File: config.mk
export PLATFORM = sky130hd
export DESIGN_NAME = rf_mem_pipe
export DESIGN_NICKNAME = d
export VERILOG_FILES = /design/src/logic/rf_pipe_pkg.sv /design/src/logic/rf_storage.sv /design/src/logic/rf_read_issue.sv /design/src/logic/rf_read_align.sv /design/src/logic/rf_read_capture.sv /design/src/logic/rf_mem_pipe.sv
export SDC_FILE = /design/constraint.sdc
export NUM_CORES = 1
export LEC_CHECK = 0
export ABC_AREA = 1
export BUFFER_PORTS_ARGS = -buffer_cell sky130_fd_sc_hd__buf_2
export CAP_MARGIN = 10
export CORE_ASPECT_RATIO = 1.4
export CORE_MARGIN = 8
export CORE_UTILIZATION = 42
export CTS_CLUSTER_SIZE = 16
export DETAILED_ROUTE_END_ITERATION = 7
export GPL_ROUTABILITY_DRIVEN = 0
export PLACE_DENSITY_LB_ADDON = 0.08
export SLEW_MARGIN = 20
export SYNTH_ARGS = -nofsm -noshare
export SYNTH_HDL_FRONTEND = slang
export SYNTH_SLANG_ARGS = --single-unit
export TNS_END_PERCENT = 10
File: constraint.sdc
create_clock -name clk -period 7.5 [get_ports clk]
set_input_delay 0.75 -clock clk [delete_from_list [all_inputs] [get_ports clk]]
set_output_delay 0.75 -clock clk [all_outputs]
set_load 0.005 [all_outputs]
File: src/logic/rf_pipe_pkg.sv
`default_nettype none

package rf_pipe_pkg;

  // Register file geometry
  localparam int rf_depth = 16;
  localparam int rf_width = 32;
  // Address width follows the depth
  localparam int rf_addr_w = $clog2(rf_depth);

  typedef logic [rf_addr_w-1:0] rf_addr_t;
  typedef logic [rf_width-1:0]  rf_data_t;

  // Command opcode
  // A no-op walks the pipe without touching the RAM
  typedef enum logic {
    op_nop  = 1'b0,
    op_read = 1'b1
  } rf_op_e;

  // Read command carried through p0, p1 and p2
  typedef struct packed {
    rf_op_e   op;
    rf_addr_t addr;
  } rd_cmd_t;

  // Result presented by p2
  typedef struct packed {
    rf_op_e   op;
    rf_addr_t addr;
    rf_data_t data;
  } rd_rsp_t;

  // Write request from outside
  typedef struct packed {
    rf_addr_t addr;
    rf_data_t data;
  } wr_cmd_t;

  // RAM read request from the issue stage
  typedef struct packed {
    logic     en;
    rf_addr_t addr;
  } ram_rd_t;

endpackage

`default_nettype wire

File: src/logic/rf_storage.sv
`default_nettype none

module rf_storage
  import rf_pipe_pkg::*;
(
    input  logic     clk
  , input  logic     rst_n
  , input  logic     wr_v
  , input  wr_cmd_t  wr_cmd
  , input  ram_rd_t  ram_rd
  , output rf_data_t ram_data
);

  // Storage words
  rf_data_t mem [0:rf_depth-1];

  // Write staging, one entry deep
  logic    wr_stage_v;
  wr_cmd_t wr_stage;

  // Registered read data
  rf_data_t rd_data_q;

  // Staging valid follows the write port by one cycle
  always_ff @(posedge clk or negedge rst_n) begin
    if (!rst_n) begin
      wr_stage_v <= 1'b0;
    end else begin
      // Every write is taken, no back-pressure
      wr_stage_v <= wr_v;
    end
  end

  // Address and data of the staged write
  always_ff @(posedge clk) begin
    if (wr_v) begin
      wr_stage <= wr_cmd;
    end
  end

  // Array update one edge after the write was accepted
  always_ff @(posedge clk) begin
    if (wr_stage_v) begin
      mem[wr_stage.addr] <= wr_stage.data;
    end
  end

  // Read port
  // Word appears one cycle after the enabled read and holds otherwise
  always_ff @(posedge clk) begin
    if (ram_rd.en) begin
      rd_data_q <= mem[ram_rd.addr];
    end
  end

  assign ram_data = rd_data_q;

endmodule

`default_nettype wire

File: src/logic/rf_read_issue.sv
`default_nettype none

module rf_read_issue
  import rf_pipe_pkg::*;
(
    input  logic    clk
  , input  logic    rst_n
  , input  logic    in_v
  , input  rd_cmd_t in_cmd
  , input  logic    p0_hold
  , input  logic    p1_stall
  , output logic    in_stall
  , output logic    p0_v
  , output rd_cmd_t p0_cmd
  , output ram_rd_t ram_rd
  , output logic    rd_live
);

  logic    p0_v_q;
  rd_cmd_t p0_cmd_q;
  logic    rd_live_q;

  // Effective p0 hold
  logic    p0_stall;
  // New command taken into p0 this cycle
  logic    p0_load;
  logic    p0_is_read;

  // p0 holds on its own request or when p1 cannot take the command
  assign p0_stall = p0_v_q & (p0_hold | p1_stall);
  assign p0_load  = in_v & ~p0_stall;

  // Source must keep the command steady while this is high
  assign in_stall = in_v & p0_stall;

  assign p0_is_read = p0_v_q & (p0_cmd_q.op == op_read);

  // RAM read goes out every cycle a read sits in p0
  // A held read simply repeats, which keeps the port free of input paths
  always_comb begin
    ram_rd.en   = p0_is_read;
    ram_rd.addr = p0_cmd_q.addr;
  end

  always_ff @(posedge clk or negedge rst_n) begin
    if (!rst_n) begin
      p0_v_q    <= 1'b0;
      rd_live_q <= 1'b0;
    end else begin
      // Stay valid while holding, refill on an accepted command
      p0_v_q    <= p0_load | p0_stall;
      // Read data counts only when p1 was free to move on
      // A repeat under a p1 stall is marked stale
      rd_live_q <= p0_is_read & ~p1_stall;
    end
  end

  // Command payload
  always_ff @(posedge clk) begin
    if (p0_load) begin
      p0_cmd_q <= in_cmd;
    end
  end

  assign p0_v    = p0_v_q;
  assign p0_cmd  = p0_cmd_q;
  assign rd_live = rd_live_q;

endmodule

`default_nettype wire

File: src/logic/rf_read_align.sv
`default_nettype none

module rf_read_align
  import rf_pipe_pkg::*;
(
    input  logic     clk
  , input  logic     rst_n
  , input  logic     p0_v
  , input  rd_cmd_t  p0_cmd
  , input  logic     p0_hold
  , input  logic     p1_hold
  , input  logic     p2_stall
  , input  rf_data_t ram_data
  , input  logic     rd_live
  , output logic     p1_v
  , output rd_cmd_t  p1_cmd
  , output rf_data_t p1_data
  , output logic     p1_stall
);

  logic     p1_v_q;
  rd_cmd_t  p1_cmd_q;
  rf_data_t p1_data_q;

  // Handover from p0
  logic p1_load;
  // Live RAM word must be parked here
  logic p1_catch;

  // Effective p1 hold, own request or p2 full
  assign p1_stall = p1_v_q & (p1_hold | p2_stall);

  // p0 hands over unless it holds itself or p1 is stuck
  assign p1_load = p0_v & ~p0_hold & ~p1_stall;

  // RAM word belongs to the command in p1
  // If p1 cannot move this cycle the word would be gone next cycle
  assign p1_catch = p1_stall & rd_live;

  always_ff @(posedge clk or negedge rst_n) begin
    if (!rst_n) begin
      p1_v_q <= 1'b0;
    end else begin
      p1_v_q <= p1_load | p1_stall;
    end
  end

  // Command follows p0
  always_ff @(posedge clk) begin
    if (p1_load) begin
      p1_cmd_q <= p0_cmd;
    end
  end

  // Parked read data, capture picks it up when the RAM word is stale
  always_ff @(posedge clk) begin
    if (p1_catch) begin
      p1_data_q <= ram_data;
    end
  end

  assign p1_v    = p1_v_q;
  assign p1_cmd  = p1_cmd_q;
  assign p1_data = p1_data_q;

endmodule

`default_nettype wire

File: src/logic/rf_read_capture.sv
`default_nettype none

module rf_read_capture
  import rf_pipe_pkg::*;
(
    input  logic     clk
  , input  logic     rst_n
  , input  logic     p1_v
  , input  rd_cmd_t  p1_cmd
  , input  rf_data_t p1_data
  , input  logic     p1_hold
  , input  logic     p2_hold
  , input  rf_data_t ram_data
  , input  logic     rd_live
  , output logic     p2_v
  , output rd_rsp_t  p2_rsp
  , output logic     p2_stall
);

  logic    p2_v_q;
  rd_rsp_t p2_rsp_q;

  // Handover from p1
  logic     p2_load;
  // Data chosen for the incoming command
  rf_data_t p2_data_sel;

  // Last stage, only its own hold counts
  assign p2_stall = p2_v_q & p2_hold;

  assign p2_load = p1_v & ~p1_hold & ~p2_stall;

  // Live word comes straight from the RAM port
  // Otherwise the word parked in p1 is used
  // For a no-op neither is meaningful and the field is don't-care
  assign p2_data_sel = rd_live ? ram_data : p1_data;

  always_ff @(posedge clk or negedge rst_n) begin
    if (!rst_n) begin
      p2_v_q <= 1'b0;
    end else begin
      // Retires on a cycle with p2_v high and p2_hold low
      p2_v_q <= p2_load | p2_stall;
    end
  end

  // Result payload
  always_ff @(posedge clk) begin
    if (p2_load) begin
      p2_rsp_q.op   <= p1_cmd.op;
      p2_rsp_q.addr <= p1_cmd.addr;
      p2_rsp_q.data <= p2_data_sel;
    end
  end

  assign p2_v   = p2_v_q;
  assign p2_rsp = p2_rsp_q;

endmodule

`default_nettype wire

File: src/logic/rf_mem_pipe.sv
`default_nettype none

module rf_mem_pipe
  import rf_pipe_pkg::*;
(
    input  logic    clk
  , input  logic    rst_n
  // Command port
  , input  logic    in_v
  , input  rd_cmd_t in_cmd
  , output logic    in_stall
  // Per-stage holds, only while that stage is valid
  , input  logic    p0_hold
  , input  logic    p1_hold
  , input  logic    p2_hold
  // Write port, always accepted
  , input  logic    wr_v
  , input  wr_cmd_t wr_cmd
  // Stage status and result
  , output logic    p0_v
  , output logic    p1_v
  , output logic    p2_v
  , output rd_rsp_t p2_rsp
);

  // p0 to p1
  rd_cmd_t  p0_cmd;
  // p1 to p2
  rd_cmd_t  p1_cmd;
  rf_data_t p1_data;

  // Back-pressure chain p2 to p1 to p0
  logic     p1_stall;
  logic     p2_stall;

  // RAM read path
  ram_rd_t  ram_rd;
  rf_data_t ram_data;
  logic     rd_live;

  // p0, takes commands and drives the RAM read
  rf_read_issue i_issue (
      .clk      (clk)
    , .rst_n    (rst_n)
    , .in_v     (in_v)
    , .in_cmd   (in_cmd)
    , .p0_hold  (p0_hold)
    , .p1_stall (p1_stall)
    , .in_stall (in_stall)
    , .p0_v     (p0_v)
    , .p0_cmd   (p0_cmd)
    , .ram_rd   (ram_rd)
    , .rd_live  (rd_live)
  );

  // p1, lines up with the RAM word
  rf_read_align i_align (
      .clk      (clk)
    , .rst_n    (rst_n)
    , .p0_v     (p0_v)
    , .p0_cmd   (p0_cmd)
    , .p0_hold  (p0_hold)
    , .p1_hold  (p1_hold)
    , .p2_stall (p2_stall)
    , .ram_data (ram_data)
    , .rd_live  (rd_live)
    , .p1_v     (p1_v)
    , .p1_cmd   (p1_cmd)
    , .p1_data  (p1_data)
    , .p1_stall (p1_stall)
  );

  // p2, result register
  rf_read_capture i_capture (
      .clk      (clk)
    , .rst_n    (rst_n)
    , .p1_v     (p1_v)
    , .p1_cmd   (p1_cmd)
    , .p1_data  (p1_data)
    , .p1_hold  (p1_hold)
    , .p2_hold  (p2_hold)
    , .ram_data (ram_data)
    , .rd_live  (rd_live)
    , .p2_v     (p2_v)
    , .p2_rsp   (p2_rsp)
    , .p2_stall (p2_stall)
  );

  // Array with staged write and registered read
  rf_storage i_storage (
      .clk      (clk)
    , .rst_n    (rst_n)
    , .wr_v     (wr_v)
    , .wr_cmd   (wr_cmd)
    , .ram_rd   (ram_rd)
    , .ram_data (ram_data)
  );

endmodule

`default_nettype wire

==> reports/metrics.cfg <==
[outcome]
outcome=completed

[power_and_ir_drop]
post-layout-total-power_mw=8.14
share_seq_of_total_power=0.540
power-per-cell-area_nw_per_um2=268
internal-power_mw=6.31
combinationalPowerShare=0.060
clock_share_of_power=0.400
leak_pwr_nw=12.6
peakVddDrop_mv=0.145
net-switching-power_mw=1.83
p_sw_frac=0.225

[worst_setup_path]
crit_path_start_kind=flop
end_kind=flop
worstPathMaxFanout=163
crit_type=reg -> reg
critPathRequiredTime_ns=7.84
crit_arrival_ns=3.17

[floorplanning]
fp.dieH_um=317
design.portCount=89
design.core.area_um2=64100
die_area_um2=73000
initial_utilization=0.423
num_rows=110
dieWidth_um=231

[sta]
grt_setup_unrepaired=no
timing.max_slew.rel_slack=0.291
period_share=0.377
aggregate_negative_setup_slack_ns=0
setup-violations-final=0
timing_hold_violations_final=0
report.final.slew_viol_count=0
maxClockFrequency_mhz=354
clock_period_minus_worst_slack_ns=2.82
fin_worst_skew_ns=0.0127
least_margin_pin_slew_ns=1.06
slack_of_the_critical_path_ns=4.68

[clock_network]
cts_buffers=68
tritoncts=yes
cts.repair.resized=0
path_clk_slew_ns=0.06
cts.root.buffer_cell=sky130_fd_sc_hd__clkbuf_16
cts.path.max_buffers=3
clkLatencyLatePin_ns=0.59
cts.htree.levels=3
cts.sinks=664

[place]
place_worst_setup_slack_ns=4.68
place_hpwl_mm=34.0
io_buffer_count=88

[global_routing]
grt_pass1_vias=16000
grt_overflow_total=0
wire_length_of_the_first_global_routing_pass_mm=101
maximum_number_of_pins_on_one_net_before_global_route_repair=164
grt_usage=0.185
antenna_found_initial=1

[synthesis]
seq_area_frac_synth=0.735
synth_cell_type_count=18
netlist_area_um2=27100
synth_top_cell_by_area=sky130_fd_sc_hd__edfxtp_1
synthCells=2365
synth_top_area_share=0.730
netlist_top_cells_area=sky130_fd_sc_hd__edfxtp_1 (73%), sky130_fd_sc_hd__nand2_1 (11%), sky130_fd_sc_hd__nand3_1 (7.1%)
synth.yosys.warnings=0
syn_area_per_cell_um2=11.5
synth-seq-cells=664
syn-num-nets=2413

[detailed_routing]
vias_post_dr=16300
vias_per_cell=4.89
routed_wl_mm=67.4
detailedRoute.firstIterationViolations=1332
ant_nets=0
avgRoutedWirePerCell_um=20.2
detail_route.first_pass.iterations=5
drc_errors=0

[final_layout]
fillCellCount=5852
flow.area_growth_from_synthesis_pct=12.2
layout-drive-gt1-share=0.0923
layout.nets=2492

[job]
maxCapViolations=0

[worst_hold_path]
type_of_the_worst_min_delay_path=in -> reg

==> routing by layer <==
| layer | global-route usage | share of wire | wire [µm] | vias up |
|---|---|---|---|---|
| met4 | 0.0559 | 0.025 | 1680 | 0 |
| li1 | - | - | - | 7879 |
| met5 | 0 | 0 | 0 | - |
| met1 | 0.239 | 0.44 | 29400 | 7905 |
| met3 | 0.0290 | 0.050 | 3380 | 108 |
| met2 | 0.320 | 0.49 | 32900 | 398 |
==> layout by cell type, fill, tap and decap left out <==
cell type,synthesis,final
sky130_fd_sc_hd__nand2_1,780,780
sky130_fd_sc_hd__edfxtp_1,659,659
sky130_fd_sc_hd__inv_1,395,394
sky130_fd_sc_hd__nand3_1,385,385
sky130_fd_sc_hd__buf_2,46,88
sky130_fd_sc_hd__clkbuf_16,0,73
sky130_fd_sc_hd__buf_4,8,29
sky130_fd_sc_hd__nor2_4,0,18
sky130_fd_sc_hd__clkbuf_1,16,16
sky130_fd_sc_hd__clkinv_1,0,14
sky130_fd_sc_hd__clkinv_2,0,10
sky130_fd_sc_hd__dfrtp_1,5,5
sky130_fd_sc_hd__nor2_1,21,3
sky130_fd_sc_hd__bufinv_16,0,3
sky130_fd_sc_hd__inv_6,1,2
sky130_fd_sc_hd__nand3b_1,2,2
sky130_fd_sc_hd__o21ai_0,2,2
sky130_fd_sc_hd__a21oi_1,2,2
sky130_fd_sc_hd__clkbuf_8,0,2
sky130_fd_sc_hd__buf_12,1,2
sky130_fd_sc_hd__diode_2,0,1
sky130_fd_sc_hd__inv_8,0,1
sky130_fd_sc_hd__clkinvlp_4,0,1
sky130_fd_sc_hd__dlygate4sd3_1,0,1
sky130_fd_sc_hd__buf_16,0,1
==> worst paths after layout <==
check,startpoint,endpoint,slack [ns],cells past startpoint
min reg2reg,i_align.p1_cmd[2],i_capture.p2_rsp[34],0.42,0
max,i_issue.p0_cmd[0],i_storage.ram_data[30],4.68,8
min in group asynchronous,rst_n,i_issue.p0_v,0.52,2
min,wr_cmd[13],i_storage.wr_stage[13],0.33,1
max reg2reg,i_issue.p0_cmd[0],i_storage.ram_data[30],4.68,8
max in group asynchronous,rst_n,i_issue.rd_live,6.82,2
==> timing repair <==
item                      CTS  global route
hold endpoints to repair    5             0
hold buffers                1             0
setup buffers               0             0
==> cells by family (layout without fill, tap and decap cells) <==
family	after synthesis	after routing	synth area share
AND/OR/NAND/NOR	1188	1188	0.183
flip-flops	664	664	0.735
buffers and inverters	509	637	0.0821
AO/OA/AOI/OAI	4	4	0.000739
other	0	1	0
==> per-stage QoR <==
stage | utilization | area [µm²] | cells | hold slack, ns
2_1_floorplan | - | 27100 | 2365 | 0.400
3_3_place_gp | 0.441 | 28300 | 3212 | 0.403
3_5_place_dp | 0.441 | 28300 | 3212 | 0.408
4_1_cts | 0.474 | 30400 | 3332 | 0.288
5_1_grt | 0.474 | 30400 | 3333 | 0.297
6_report | 0.474 | 30400 | 3334 | 0.332
==> cells in the mapped netlist <==
cell,n
sky130_fd_sc_hd__a21oi_1,2
sky130_fd_sc_hd__inv_6,1
sky130_fd_sc_hd__nor2_1,21
sky130_fd_sc_hd__buf_8,1
sky130_fd_sc_hd__buf_12,1
sky130_fd_sc_hd__nand3_1,385
sky130_fd_sc_hd__buf_2,46
sky130_fd_sc_hd__inv_2,1
sky130_fd_sc_hd__buf_6,26
sky130_fd_sc_hd__nand3b_1,2
sky130_fd_sc_hd__nand2_1,780
sky130_fd_sc_hd__inv_1,395
sky130_fd_sc_hd__edfxtp_1,659
sky130_fd_sc_hd__buf_1,14
sky130_fd_sc_hd__o21ai_0,2
sky130_fd_sc_hd__dfrtp_1,5
sky130_fd_sc_hd__buf_4,8
sky130_fd_sc_hd__clkbuf_1,16
==> flip-flops by register name, summed over array words and instances, names as in the netlist <==
register and cells:
i_align.p1_data 32, i_issue.rd_live 1, i_storage.wr_stage_v 1, i_align.p1_v 1
i_issue.p0_v 1, i_capture.p2_v 1, i_align.p1_cmd 5, i_storage.ram_data 32
i_issue.p0_cmd 5, i_storage.wr_stage 36, i_storage.mem 512, i_capture.p2_rsp 37
==> critical path: stages, from the launching register on <==
cell                       delay [ns]
sky130_fd_sc_hd__edfxtp_1        0.38
sky130_fd_sc_hd__buf_4           0.28
sky130_fd_sc_hd__inv_6           0.59
sky130_fd_sc_hd__buf_12          0.64
sky130_fd_sc_hd__nand2_1         0.11
sky130_fd_sc_hd__nand3_1         0.12
sky130_fd_sc_hd__nand3_1         0.11
sky130_fd_sc_hd__nand3_1         0.13
sky130_fd_sc_hd__nand2_1         0.07
==> cell type report <==
cell class	count	area [µm²]	area share
Clock buffer	91	1910	0.0629
Inverter	397	1500	0.0493
Antenna cell	1	2.50	0.0000822
Sequential cell	664	19900	0.654
Timing Repair Buffer	121	736	0.0242
Clock inverter	28	206	0.00678
Multi-Input combinational cell	1192	5100	0.168
Tap cell	840	1050	0.0345
==> power groups by stage <==
stage	sequential, mW	clock, mW	combinational (mW)
global placement	4.47	0	0.491
detailed placement	4.47	0	0.493
CTS	4.40	3.35	0.496
global route	4.41	3.49	0.552
finish	4.39	3.26	0.489
floorplan	4.42	0	0.324
No activity file was read; power rests on OpenSTA's default activity.
